$ cat config.mk
export PLATFORM = sky130hd
export DESIGN_NAME = lc4_pipeline
export DESIGN_NICKNAME = d
export VERILOG_FILES = /design/src/verilog/lc4_pkg.sv /design/src/verilog/lc4_pipeline.sv /design/src/verilog/lc4_writeback.sv /design/src/verilog/lc4_execute.sv /design/src/verilog/lc4_decode.sv /design/src/verilog/lc4_regfile.sv /design/src/verilog/lc4_fetch.sv
export SDC_FILE = /design/constraint.sdc
export NUM_CORES = 1
export LEC_CHECK = 0
export BUFFER_PORTS_ARGS = -buffer_cell sky130_fd_sc_hd__buf_2
export CAP_MARGIN = 20
export CELL_PAD_IN_SITES_DETAIL_PLACEMENT = 1
export CELL_PAD_IN_SITES_GLOBAL_PLACEMENT = 2
export CORE_MARGIN = 3
export CORE_UTILIZATION = 39
export DETAILED_ROUTE_END_ITERATION = 8
export PLACE_DENSITY_LB_ADDON = 0.05
export SLEW_MARGIN = 5
export SYNTH_ARGS = -nofsm -noshare
export SYNTH_HDL_FRONTEND = slang
export SYNTH_SLANG_ARGS = --single-unit
$ cat constraint.sdc
create_clock -name gwe -period 8.6 [get_ports gwe]
set_clock_uncertainty 0.1 [all_clocks]
set_input_delay 0.43 -clock gwe [delete_from_list [all_inputs] [get_ports gwe]]
set_output_delay 0.43 -clock gwe [all_outputs]
set_load 0.01 [all_outputs]
$ cat src/verilog/lc4_pkg.sv
package lc4_pkg;

    // data word, instruction word or program counter
    typedef logic [15:0] word_t;

    // register file index, r0..r7
    typedef logic [2:0] reg_idx_t;

    // condition bits, n is bit 2, z is bit 1, p is bit 0
    typedef logic [2:0] nzp_t;

    // what a pipeline slot holds, also shown on the trace
    typedef enum logic [1:0] {
        STALL_NONE  = 2'd0,
        STALL_FLUSH = 2'd2,
        STALL_LOAD  = 2'd3
    } stall_code_t;

    // opcodes of the supported subset, insn[15:12]
    typedef enum logic [3:0] {
        OPC_BR    = 4'b0000,
        OPC_ARITH = 4'b0001,
        OPC_LOGIC = 4'b0101,
        OPC_LDR   = 4'b0110,
        OPC_STR   = 4'b0111,
        OPC_CONST = 4'b1001
    } opcode_t;

    // first fetch address after reset
    localparam word_t RESET_PC = 16'h8200;

endpackage
$ cat src/verilog/lc4_pipeline.sv
`timescale 1ns/1ps

module lc4_pipeline (
    input  logic                 gwe,
    input  logic                 i_reset,
    input  lc4_pkg::word_t       i_imem_insn,
    input  lc4_pkg::word_t       i_dmem_rdata,
    output lc4_pkg::word_t       o_imem_addr,
    output lc4_pkg::word_t       o_dmem_addr,
    output logic                 o_dmem_we,
    output lc4_pkg::word_t       o_dmem_wdata,
    output lc4_pkg::word_t       o_wb_pc,
    output lc4_pkg::word_t       o_wb_insn,
    output lc4_pkg::stall_code_t o_wb_stall,
    output logic                 o_wb_regfile_we,
    output lc4_pkg::reg_idx_t    o_wb_wsel,
    output lc4_pkg::word_t       o_wb_data,
    output logic                 o_wb_dmem_we,
    output lc4_pkg::word_t       o_wb_dmem_addr,
    output lc4_pkg::word_t       o_wb_dmem_data
);

    logic                 load_stall, redirect;
    lc4_pkg::word_t       redirect_pc, d_pc, d_insn;
    lc4_pkg::stall_code_t d_stall, x_stall, m_stall;
    lc4_pkg::word_t       x_pc, x_insn, x_rs_data, x_rt_data;
    lc4_pkg::reg_idx_t    x_rs_sel, x_rt_sel, x_wsel;
    logic                 x_rs_re, x_rt_re, x_regfile_we, x_nzp_we;
    logic                 x_is_load, x_is_store, x_is_branch;
    lc4_pkg::word_t       m_pc, m_insn, m_alu, m_store_data, m_result;
    lc4_pkg::reg_idx_t    m_wsel, m_byp_wsel, w_wsel;
    logic                 m_regfile_we, m_is_load, m_is_store, m_we, w_we;
    lc4_pkg::word_t       w_data;

    lc4_fetch fetch0 (
        .gwe(gwe), .i_reset(i_reset), .i_load_stall(load_stall), .i_redirect(redirect),
        .i_redirect_pc(redirect_pc), .i_imem_insn(i_imem_insn), .o_imem_addr(o_imem_addr),
        .o_d_pc(d_pc), .o_d_insn(d_insn), .o_d_stall(d_stall)
    );

    lc4_decode decode0 (
        .gwe(gwe), .i_reset(i_reset), .i_d_pc(d_pc), .i_d_insn(d_insn), .i_d_stall(d_stall),
        .i_flush(redirect), .i_w_we(w_we), .i_w_wsel(w_wsel), .i_w_data(w_data),
        .o_load_stall(load_stall), .o_x_pc(x_pc), .o_x_insn(x_insn), .o_x_stall(x_stall),
        .o_x_rs_sel(x_rs_sel), .o_x_rt_sel(x_rt_sel), .o_x_rs_re(x_rs_re),
        .o_x_rt_re(x_rt_re), .o_x_wsel(x_wsel), .o_x_regfile_we(x_regfile_we),
        .o_x_nzp_we(x_nzp_we), .o_x_is_load(x_is_load), .o_x_is_store(x_is_store),
        .o_x_is_branch(x_is_branch), .o_x_rs_data(x_rs_data), .o_x_rt_data(x_rt_data)
    );

    lc4_execute execute0 (
        .gwe(gwe), .i_reset(i_reset), .i_x_pc(x_pc), .i_x_insn(x_insn), .i_x_stall(x_stall),
        .i_x_rs_sel(x_rs_sel), .i_x_rt_sel(x_rt_sel), .i_x_rs_re(x_rs_re),
        .i_x_rt_re(x_rt_re), .i_x_wsel(x_wsel), .i_x_regfile_we(x_regfile_we),
        .i_x_nzp_we(x_nzp_we), .i_x_is_load(x_is_load), .i_x_is_store(x_is_store),
        .i_x_is_branch(x_is_branch), .i_x_rs_data(x_rs_data), .i_x_rt_data(x_rt_data),
        .i_m_we(m_we), .i_m_wsel(m_byp_wsel), .i_m_result(m_result),
        .i_w_we(w_we), .i_w_wsel(w_wsel), .i_w_data(w_data),
        .i_m_is_load(m_is_load), .i_dmem_rdata(i_dmem_rdata),
        .o_redirect(redirect), .o_redirect_pc(redirect_pc),
        .o_m_pc(m_pc), .o_m_insn(m_insn), .o_m_stall(m_stall), .o_m_wsel(m_wsel),
        .o_m_regfile_we(m_regfile_we), .o_m_is_load(m_is_load), .o_m_is_store(m_is_store),
        .o_m_alu(m_alu), .o_m_store_data(m_store_data)
    );

    lc4_writeback writeback0 (
        .gwe(gwe), .i_reset(i_reset), .i_m_pc(m_pc), .i_m_insn(m_insn), .i_m_stall(m_stall),
        .i_m_wsel(m_wsel), .i_m_regfile_we(m_regfile_we), .i_m_is_load(m_is_load),
        .i_m_is_store(m_is_store), .i_m_alu(m_alu), .i_m_store_data(m_store_data),
        .i_dmem_rdata(i_dmem_rdata), .o_dmem_addr(o_dmem_addr), .o_dmem_we(o_dmem_we),
        .o_dmem_wdata(o_dmem_wdata), .o_m_we(m_we), .o_m_wsel(m_byp_wsel),
        .o_m_result(m_result), .o_w_we(w_we), .o_w_wsel(w_wsel), .o_w_data(w_data),
        .o_wb_pc(o_wb_pc), .o_wb_insn(o_wb_insn), .o_wb_stall(o_wb_stall),
        .o_wb_regfile_we(o_wb_regfile_we), .o_wb_wsel(o_wb_wsel), .o_wb_data(o_wb_data),
        .o_wb_dmem_we(o_wb_dmem_we), .o_wb_dmem_addr(o_wb_dmem_addr),
        .o_wb_dmem_data(o_wb_dmem_data)
    );

endmodule

$ cat src/verilog/lc4_writeback.sv
`timescale 1ns/1ps

module lc4_writeback (
    input  logic                 gwe,
    input  logic                 i_reset,
    input  lc4_pkg::word_t       i_m_pc,
    input  lc4_pkg::word_t       i_m_insn,
    input  lc4_pkg::stall_code_t i_m_stall,
    input  lc4_pkg::reg_idx_t    i_m_wsel,
    input  logic                 i_m_regfile_we,
    input  logic                 i_m_is_load,
    input  logic                 i_m_is_store,
    input  lc4_pkg::word_t       i_m_alu,
    input  lc4_pkg::word_t       i_m_store_data,
    input  lc4_pkg::word_t       i_dmem_rdata,
    output lc4_pkg::word_t       o_dmem_addr,
    output logic                 o_dmem_we,
    output lc4_pkg::word_t       o_dmem_wdata,
    output logic                 o_m_we,
    output lc4_pkg::reg_idx_t    o_m_wsel,
    output lc4_pkg::word_t       o_m_result,
    output logic                 o_w_we,
    output lc4_pkg::reg_idx_t    o_w_wsel,
    output lc4_pkg::word_t       o_w_data,
    output lc4_pkg::word_t       o_wb_pc,
    output lc4_pkg::word_t       o_wb_insn,
    output lc4_pkg::stall_code_t o_wb_stall,
    output logic                 o_wb_regfile_we,
    output lc4_pkg::reg_idx_t    o_wb_wsel,
    output lc4_pkg::word_t       o_wb_data,
    output logic                 o_wb_dmem_we,
    output lc4_pkg::word_t       o_wb_dmem_addr,
    output lc4_pkg::word_t       o_wb_dmem_data
);

    lc4_pkg::word_t wb_alu;
    lc4_pkg::word_t wb_load_data;
    logic           wb_is_load;

    // a load's alu value is its address, so it is kept off the mx path
    assign o_m_we     = i_m_regfile_we && !i_m_is_load;
    assign o_m_wsel   = i_m_wsel;
    assign o_m_result = i_m_alu;

    // for a store the wsel field carries the data register
    assign o_dmem_addr  = (i_m_is_load || i_m_is_store) ? i_m_alu : 16'h0000;
    assign o_dmem_we    = i_m_is_store;
    assign o_dmem_wdata = !i_m_is_store ? 16'h0000 :
                          (o_w_we && o_w_wsel == i_m_wsel) ? o_w_data : i_m_store_data;

    always_ff @(posedge gwe) begin
        o_wb_pc        <= i_m_pc;
        o_wb_insn      <= i_m_insn;
        o_wb_wsel      <= i_m_wsel;
        wb_alu         <= i_m_alu;
        wb_load_data   <= i_dmem_rdata;
        o_wb_dmem_addr <= o_dmem_addr;
        o_wb_dmem_data <= i_m_is_load ? i_dmem_rdata : o_dmem_wdata;
    end

    always_ff @(posedge gwe) begin
        if (i_reset) begin
            o_wb_stall      <= lc4_pkg::STALL_FLUSH;
            o_wb_regfile_we <= 1'b0;
            o_wb_dmem_we    <= 1'b0;
            wb_is_load      <= 1'b0;
        end else begin
            o_wb_stall      <= i_m_stall;
            o_wb_regfile_we <= i_m_regfile_we;
            o_wb_dmem_we    <= i_m_is_store;
            wb_is_load      <= i_m_is_load;
        end
    end

    assign o_wb_data = wb_is_load ? wb_load_data : wb_alu;

    assign o_w_we   = o_wb_regfile_we;
    assign o_w_wsel = o_wb_wsel;
    assign o_w_data = o_wb_data;

endmodule

$ cat src/verilog/lc4_execute.sv
`timescale 1ns/1ps

module lc4_execute (
    input  logic                 gwe,
    input  logic                 i_reset,
    input  lc4_pkg::word_t       i_x_pc,
    input  lc4_pkg::word_t       i_x_insn,
    input  lc4_pkg::stall_code_t i_x_stall,
    input  lc4_pkg::reg_idx_t    i_x_rs_sel,
    input  lc4_pkg::reg_idx_t    i_x_rt_sel,
    input  logic                 i_x_rs_re,
    input  logic                 i_x_rt_re,
    input  lc4_pkg::reg_idx_t    i_x_wsel,
    input  logic                 i_x_regfile_we,
    input  logic                 i_x_nzp_we,
    input  logic                 i_x_is_load,
    input  logic                 i_x_is_store,
    input  logic                 i_x_is_branch,
    input  lc4_pkg::word_t       i_x_rs_data,
    input  lc4_pkg::word_t       i_x_rt_data,
    input  logic                 i_m_we,
    input  lc4_pkg::reg_idx_t    i_m_wsel,
    input  lc4_pkg::word_t       i_m_result,
    input  logic                 i_w_we,
    input  lc4_pkg::reg_idx_t    i_w_wsel,
    input  lc4_pkg::word_t       i_w_data,
    input  logic                 i_m_is_load,
    input  lc4_pkg::word_t       i_dmem_rdata,
    output logic                 o_redirect,
    output lc4_pkg::word_t       o_redirect_pc,
    output lc4_pkg::word_t       o_m_pc,
    output lc4_pkg::word_t       o_m_insn,
    output lc4_pkg::stall_code_t o_m_stall,
    output lc4_pkg::reg_idx_t    o_m_wsel,
    output logic                 o_m_regfile_we,
    output logic                 o_m_is_load,
    output logic                 o_m_is_store,
    output lc4_pkg::word_t       o_m_alu,
    output lc4_pkg::word_t       o_m_store_data
);

    function automatic lc4_pkg::nzp_t sign_bits(input lc4_pkg::word_t v);
        return {v[15], v == 16'd0, !v[15] && v != 16'd0};
    endfunction

    lc4_pkg::word_t rs_val;
    lc4_pkg::word_t rt_val;
    lc4_pkg::word_t alu;
    lc4_pkg::word_t imm5;
    lc4_pkg::word_t imm6;
    lc4_pkg::word_t imm9;
    lc4_pkg::nzp_t  nzp;

    // mx first, then wx, then the register file value
    assign rs_val = (i_x_rs_re && i_m_we && i_m_wsel == i_x_rs_sel) ? i_m_result :
                    (i_x_rs_re && i_w_we && i_w_wsel == i_x_rs_sel) ? i_w_data : i_x_rs_data;
    assign rt_val = (i_x_rt_re && i_m_we && i_m_wsel == i_x_rt_sel) ? i_m_result :
                    (i_x_rt_re && i_w_we && i_w_wsel == i_x_rt_sel) ? i_w_data : i_x_rt_data;

    assign imm5 = {{11{i_x_insn[4]}}, i_x_insn[4:0]};
    assign imm6 = {{10{i_x_insn[5]}}, i_x_insn[5:0]};
    assign imm9 = {{7{i_x_insn[8]}}, i_x_insn[8:0]};

    always_comb begin
        case (i_x_insn[15:12])
            lc4_pkg::OPC_ARITH: alu = i_x_insn[5] ? rs_val + imm5 :
                                      i_x_insn[4] ? rs_val - rt_val : rs_val + rt_val;
            lc4_pkg::OPC_LOGIC: alu = i_x_insn[5]      ? rs_val & imm5 :
                                      !i_x_insn[4]     ? rs_val & rt_val :
                                      i_x_insn[3]      ? rs_val ^ rt_val : rs_val | rt_val;
            lc4_pkg::OPC_CONST: alu = imm9;
            lc4_pkg::OPC_LDR, lc4_pkg::OPC_STR: alu = rs_val + imm6;
            // branch target
            lc4_pkg::OPC_BR: alu = i_x_pc + 16'd1 + imm9;
            default: alu = '0;
        endcase
    end

    // the younger alu writer overrides a load leaving memory on the same edge
    always_ff @(posedge gwe) begin
        if (i_reset) begin
            nzp <= '0;
        end else if (i_x_nzp_we && !i_x_is_load) begin
            nzp <= sign_bits(alu);
        end else if (i_m_is_load) begin
            nzp <= sign_bits(i_dmem_rdata);
        end
    end

    assign o_redirect    = i_x_is_branch && |(i_x_insn[11:9] & nzp);
    assign o_redirect_pc = alu;

    always_ff @(posedge gwe) begin
        o_m_pc         <= i_x_pc;
        o_m_insn       <= i_x_insn;
        o_m_wsel       <= i_x_wsel;
        o_m_alu        <= alu;
        o_m_store_data <= rt_val;
    end

    always_ff @(posedge gwe) begin
        if (i_reset) begin
            o_m_stall      <= lc4_pkg::STALL_FLUSH;
            o_m_regfile_we <= 1'b0;
            o_m_is_load    <= 1'b0;
            o_m_is_store   <= 1'b0;
        end else begin
            o_m_stall      <= i_x_stall;
            o_m_regfile_we <= i_x_regfile_we;
            o_m_is_load    <= i_x_is_load;
            o_m_is_store   <= i_x_is_store;
        end
    end

endmodule

$ cat src/verilog/lc4_decode.sv
`timescale 1ns/1ps

module lc4_decode (
    input  logic                 gwe,
    input  logic                 i_reset,
    input  lc4_pkg::word_t       i_d_pc,
    input  lc4_pkg::word_t       i_d_insn,
    input  lc4_pkg::stall_code_t i_d_stall,
    input  logic                 i_flush,
    input  logic                 i_w_we,
    input  lc4_pkg::reg_idx_t    i_w_wsel,
    input  lc4_pkg::word_t       i_w_data,
    output logic                 o_load_stall,
    output lc4_pkg::word_t       o_x_pc,
    output lc4_pkg::word_t       o_x_insn,
    output lc4_pkg::stall_code_t o_x_stall,
    output lc4_pkg::reg_idx_t    o_x_rs_sel,
    output lc4_pkg::reg_idx_t    o_x_rt_sel,
    output logic                 o_x_rs_re,
    output logic                 o_x_rt_re,
    output lc4_pkg::reg_idx_t    o_x_wsel,
    output logic                 o_x_regfile_we,
    output logic                 o_x_nzp_we,
    output logic                 o_x_is_load,
    output logic                 o_x_is_store,
    output logic                 o_x_is_branch,
    output lc4_pkg::word_t       o_x_rs_data,
    output lc4_pkg::word_t       o_x_rt_data
);

    lc4_pkg::reg_idx_t rs_sel;
    lc4_pkg::reg_idx_t rt_sel;
    lc4_pkg::word_t    rs_data;
    lc4_pkg::word_t    rt_data;
    logic              op_kept;
    logic              rs_re;
    logic              rt_re;
    logic              regfile_we;
    logic              is_load;
    logic              is_store;
    logic              is_branch;

    // store data register sits in the rd field
    assign rs_sel = i_d_insn[8:6];
    assign rt_sel = (i_d_insn[15:12] == lc4_pkg::OPC_STR) ? i_d_insn[11:9] : i_d_insn[2:0];

    // add/sub/addi and and/or/xor/andi, mul, div and not fall out here
    assign op_kept = i_d_insn[5] || !i_d_insn[3]
                     || (i_d_insn[15:12] == lc4_pkg::OPC_LOGIC && i_d_insn[4]);

    always_comb begin
        rs_re      = 1'b0;
        rt_re      = 1'b0;
        regfile_we = 1'b0;
        is_load    = 1'b0;
        is_store   = 1'b0;
        is_branch  = 1'b0;
        if (i_d_stall == lc4_pkg::STALL_NONE) begin
            case (i_d_insn[15:12])
                lc4_pkg::OPC_ARITH, lc4_pkg::OPC_LOGIC: begin
                    rs_re      = op_kept;
                    rt_re      = op_kept && !i_d_insn[5];
                    regfile_we = op_kept;
                end
                lc4_pkg::OPC_CONST: regfile_we = 1'b1;
                lc4_pkg::OPC_LDR: begin
                    rs_re      = 1'b1;
                    regfile_we = 1'b1;
                    is_load    = 1'b1;
                end
                lc4_pkg::OPC_STR: begin
                    rs_re    = 1'b1;
                    rt_re    = 1'b1;
                    is_store = 1'b1;
                end
                lc4_pkg::OPC_BR: is_branch = 1'b1;
                default: ;
            endcase
        end
    end

    // store data from a load is covered by the wm bypass, so it does not stall
    assign o_load_stall = o_x_is_load && ((rs_re && rs_sel == o_x_wsel)
                          || (rt_re && !is_store && rt_sel == o_x_wsel) || is_branch);

    lc4_regfile regfile0 (
        .gwe       (gwe),
        .i_reset   (i_reset),
        .i_rs_sel  (rs_sel),
        .i_rt_sel  (rt_sel),
        .i_we      (i_w_we),
        .i_wsel    (i_w_wsel),
        .i_wdata   (i_w_data),
        .o_rs_data (rs_data),
        .o_rt_data (rt_data)
    );

    always_ff @(posedge gwe) begin
        o_x_pc      <= i_d_pc;
        o_x_insn    <= i_d_insn;
        o_x_rs_sel  <= rs_sel;
        o_x_rt_sel  <= rt_sel;
        o_x_wsel    <= i_d_insn[11:9];
        o_x_rs_data <= rs_data;
        o_x_rt_data <= rt_data;
    end

    always_ff @(posedge gwe) begin
        if (i_reset || i_flush || o_load_stall) begin
            o_x_stall      <= o_load_stall && !i_reset && !i_flush ? lc4_pkg::STALL_LOAD
                                                                   : lc4_pkg::STALL_FLUSH;
            o_x_rs_re      <= 1'b0;
            o_x_rt_re      <= 1'b0;
            o_x_regfile_we <= 1'b0;
            o_x_nzp_we     <= 1'b0;
            o_x_is_load    <= 1'b0;
            o_x_is_store   <= 1'b0;
            o_x_is_branch  <= 1'b0;
        end else begin
            o_x_stall      <= i_d_stall;
            o_x_rs_re      <= rs_re;
            o_x_rt_re      <= rt_re;
            o_x_regfile_we <= regfile_we;
            // every register writer also sets nzp
            o_x_nzp_we     <= regfile_we;
            o_x_is_load    <= is_load;
            o_x_is_store   <= is_store;
            o_x_is_branch  <= is_branch;
        end
    end

endmodule

$ cat src/verilog/lc4_regfile.sv
`timescale 1ns/1ps

module lc4_regfile (
    input  logic              gwe,
    input  logic              i_reset,
    input  lc4_pkg::reg_idx_t i_rs_sel,
    input  lc4_pkg::reg_idx_t i_rt_sel,
    input  logic              i_we,
    input  lc4_pkg::reg_idx_t i_wsel,
    input  lc4_pkg::word_t    i_wdata,
    output lc4_pkg::word_t    o_rs_data,
    output lc4_pkg::word_t    o_rt_data
);

    lc4_pkg::word_t regs [0:7];

    always_ff @(posedge gwe) begin
        if (i_reset) begin
            for (int i = 0; i < 8; i++) begin
                regs[i] <= '0;
            end
        end else if (i_we) begin
            regs[i_wsel] <= i_wdata;
        end
    end

    // write-through so decode sees the value retiring this cycle
    assign o_rs_data = (i_we && i_wsel == i_rs_sel) ? i_wdata : regs[i_rs_sel];
    assign o_rt_data = (i_we && i_wsel == i_rt_sel) ? i_wdata : regs[i_rt_sel];

endmodule

$ cat src/verilog/lc4_fetch.sv
`timescale 1ns/1ps

module lc4_fetch (
    input  logic                 gwe,
    input  logic                 i_reset,
    input  logic                 i_load_stall,
    input  logic                 i_redirect,
    input  lc4_pkg::word_t       i_redirect_pc,
    input  lc4_pkg::word_t       i_imem_insn,
    output lc4_pkg::word_t       o_imem_addr,
    output lc4_pkg::word_t       o_d_pc,
    output lc4_pkg::word_t       o_d_insn,
    output lc4_pkg::stall_code_t o_d_stall
);

    lc4_pkg::word_t pc;

    assign o_imem_addr = pc;

    // redirect wins over a stall, a load never sits in execute with a taken branch
    always_ff @(posedge gwe) begin
        if (i_reset) begin
            pc <= lc4_pkg::RESET_PC;
        end else if (i_redirect) begin
            pc <= i_redirect_pc;
        end else if (!i_load_stall) begin
            pc <= pc + 16'd1;
        end
    end

    // decode slot payload, held while decode is stalled
    always_ff @(posedge gwe) begin
        if (!i_load_stall) begin
            o_d_pc   <= pc;
            o_d_insn <= i_imem_insn;
        end
    end

    // wrong-path or reset slot becomes a flush bubble
    always_ff @(posedge gwe) begin
        if (i_reset || i_redirect) begin
            o_d_stall <= lc4_pkg::STALL_FLUSH;
        end else if (!i_load_stall) begin
            o_d_stall <= lc4_pkg::STALL_NONE;
        end
    end

endmodule

==> summary.md <==
| Metric | Value |
|---|---|
| Die Y | 233 um |
| Seq/Total Area, Yosys | 50.8% |
| Final #Nets | 2266 |
| Core ar. | 0.0504 sq mm |
| Hold slack | 46.1 ps |
| ANT nets after route | 0 |
| Final Cycle Share | 89.5% |
| Pleak | 9.88 nW |
| Max VDD drop | 0.135 mV |
| Mapped Area | 0.0200 sq mm |
| Share of the synthesized area in the top cell type | 26.8% |
| Crit path DAT | 8100 ps |
| Gr usage total | 26.1% |
| I/O pin count | 170 |
| Die area | 0.0541 sq mm |
| Register-to-Register Setup Slack | 900 ps |
| Buffers added on ports | 169 |
| Postcts setup bufs | 0 |
| CTS tree | yes |
| Reg with most FFs | decode0.regfile0.regs |
| Flops & latches, synth | 428 |
| Starting density of the core | 39.7% |
| Detail Placement HPWL | 50000 um |
| Setup tns final | 0 ps |
| Status | finished, final reports clean |
| Top cells by count, synth | dfxtp_1 (268), nand2_1 (244), nor2_1 (233), edfxtp_1 (160), clkbuf_1 (93) |
| Largest register FFs | 128 |
| Reg2Reg Launch Point | writeback0.o_wb_insn[9] |
| Area grow syn2layout | 18.2% |
| Clock-pin transition on the worst setup and hold timing paths | 70 ps |
| Clock tree buffer depth | 3 |
| Asr flop ratio synth | 0% |
| Fin. max-slew vios | 0 |
| Fill cells | 5563 |
| DR pass1 iterations | 5 |
| Critical path type | reg2reg |
| Hold Path Cell Cnt | 1 |
| Drt via density | 5.52 |
| Max-slew headroom | 23.6% |
| Max-Cap Viols | 0 |
| Avg WL per Cell | 24.6 um |
| Routability Congestion | 0.843 |
| Worst-margin pin slew | 1150 ps |
| # DRC | 0 |
| CTS buffer count | 47 |
| Fin. Hold Viols | 0 |
| Net Count, Synth | 2080 |
| Vias | 15873 |
| Die span in x | 233 um |
| Iter 0 DRT Violations | 905 |
| Routed WL | 70800 um |
| Hold_sp | i_dmem_rdata[15] |
| Largest net degree at the start of global routing | 68 |
| Fmax | 130 MHz |
| Nature of the critical path endpoint | flop |
| Synthesized instance count | 1978 |
| Crit path required time | 9010 ps |
| Ranking of synthesized cells by area | dfxtp_1 (27%), edfxtp_1 (24%), nand2_1 (4.6%) |
| Setup violators final | 0 |
| Inserted Diodes | 0 |
| Critical Path Source Type | flop |
| RSZ-0062 raised after global routing | no |
| Share of cells above drive strength 1 | 18.2% |
| First-pass GRT wire length | 105000 um |
| Post-layout min period | 7700 ps |
| FF-to-FF End | execute0.nzp[1] |
| Post-synth EDFFs | 160 |
| Primary FF master, synth | dfxtp_1 |
| Register-to-Register Path Depth | 27 |
| Hold endpoint | writeback0.wb_load_data[15] |
| Clk root buf | clkbuf_16 |
| Hold crit path type | in2reg |
| Global route overflow | 0 |
| Synth area leader | dfxtp_1 |
| Most frequent cell after synthesis | dfxtp_1 |
| # clock sinks | 428 |
| Unique masters post-synth | 80 |
| Htree depth | 2 |
| Vias in the first global route | 16507 |
| Crit Path Max Fanout | 17 |
| Pwr per Cell Area | 219 mW/mm^2 |
| Placement row count | 82 |
| Worst skew pair latency | 590 ps |
| Initial antenna violation count | 2 |
| Syn Area/Cell | 10.1 sq um |
| Yosys Warn Count | 0 |
-- cell type report --
class                           instances  area [sq um]  share of cell area [%]
Sequential cell                       428         10200                    43.0
Clock inverter                         27           278                    1.17
Clock buffer                           60          1350                    5.71
Inverter                               73           274                    1.16
Timing Repair Buffer                  261          1610                    6.82
Tap cell                              672           841                    3.55
Multi-Input combinational cell       1353          9130                    38.6
-- critical path: stages (launching register included) --
cell and delay [ps]:
dfxtp_1 680, xor2_2 180, or4_1 920, nor2_1 210, a21oi_1 50, o21ai_0 310, inv_1 130, ha_1 310
nor4b_1 220, a311oi_2 480, o211ai_1 160, o211a_1 180, nor2b_1 390, nand2b_1 120, xnor2_1 140, o21ai_0 190
ha_1 320, a31oi_1 200, nor2b_1 60, a311o_1 370, a2111o_1 480, nand3_1 100, o21ai_0 90, a211oi_1 260
buf_4 160, nand2_1 60, or4_1 480, o31ai_1 230
-- cell usage in the layout (no fill, tap or decap), types with 26 or more instances in the layout --
| master | n |
|---|---|
| a211oi_1 | 34 |
| a21oi_1 | 83 |
| a311oi_1 | 36 |
| and3_1 | 26 |
| buf_2 | 169 |
| buf_4 | 60 |
| clkbuf_16 | 51 |
| dfxtp_1 | 266 |
| dlygate4sd3_1 | 31 |
| edfxtp_1 | 160 |
| ha_1 | 66 |
| inv_1 | 72 |
| mux2i_1 | 64 |
| mux4_2 | 32 |
| nand2_1 | 244 |
| nand3_1 | 58 |
| nor2_1 | 233 |
| nor2b_1 | 32 |
| nor3_1 | 26 |
| o21ai_0 | 74 |
| xnor2_1 | 54 |
| xor2_1 | 30 |
-- through the flow --
step	cells	setup WS, ps	power [mW]	util, %	instance area, sq um
after floorplan	1978	2050	2.78	-	20000
after global placement	2755	1240	3.06	43.1	21700
after detailed placement	2755	986	3.08	43.1	21700
after CTS	2873	917	5.22	46.9	23600
after global routing	2874	271	5.38	47.0	23700
final	2874	903	5.17	47.0	23700
-- worst max-delay path by stage --
stage          slack [ps]              end                     start
2_1_floorplan        2050  execute0.nzp[1]  writeback0.o_wb_insn[10]
3_3_place_gp         1240  execute0.nzp[1]   writeback0.o_wb_insn[9]
3_5_place_dp          990  execute0.nzp[1]   writeback0.o_wb_insn[9]
4_1_cts               920  execute0.nzp[1]   writeback0.o_wb_insn[9]
5_1_grt               270  execute0.nzp[1]   writeback0.o_wb_insn[9]
6_report              900  execute0.nzp[1]   writeback0.o_wb_insn[9]
-- timing repair --
| action | CTS | global route |
|---|---|---|
| gates resized for setup | 0 | 0 |
| endpoints found under the hold margin | 41 | 0 |
| setup endpoints to repair | 0 | 0 |
| hold buffers | 31 | 0 |
-- layer usage --
layer	global-route usage [%]	up-vias	part of all wire (%)
met5	0	-	0.020
met4	8.51	2	2.9
met3	3.76	127	4.3
met2	46.4	341	51
met1	32.4	8018	42
li1	-	7385	-
-- kinds of logic (layout without fill, tap and decap cells) --
kind of cell	after synthesis	count (layout)	synth area share (%)
adder cells (fa/ha/maj)	68	68	4.33
AO/OA/AOI/OAI	356	356	12.2
XOR/XNOR	85	85	3.76
AND/OR/NAND/NOR	722	722	16.7
buffers and inverters	197	421	3.93
flip-flops	428	428	50.8
multiplexers	122	122	8.28
-- report_power, final --
part	internal [mW]	switching [mW]	leakage, nW
sequential	2.20	0.0934	3.89
combinational	0.284	0.471	5.18
clock	1.26	0.857	0.807
No activity file was read; power rests on OpenSTA's default activity.
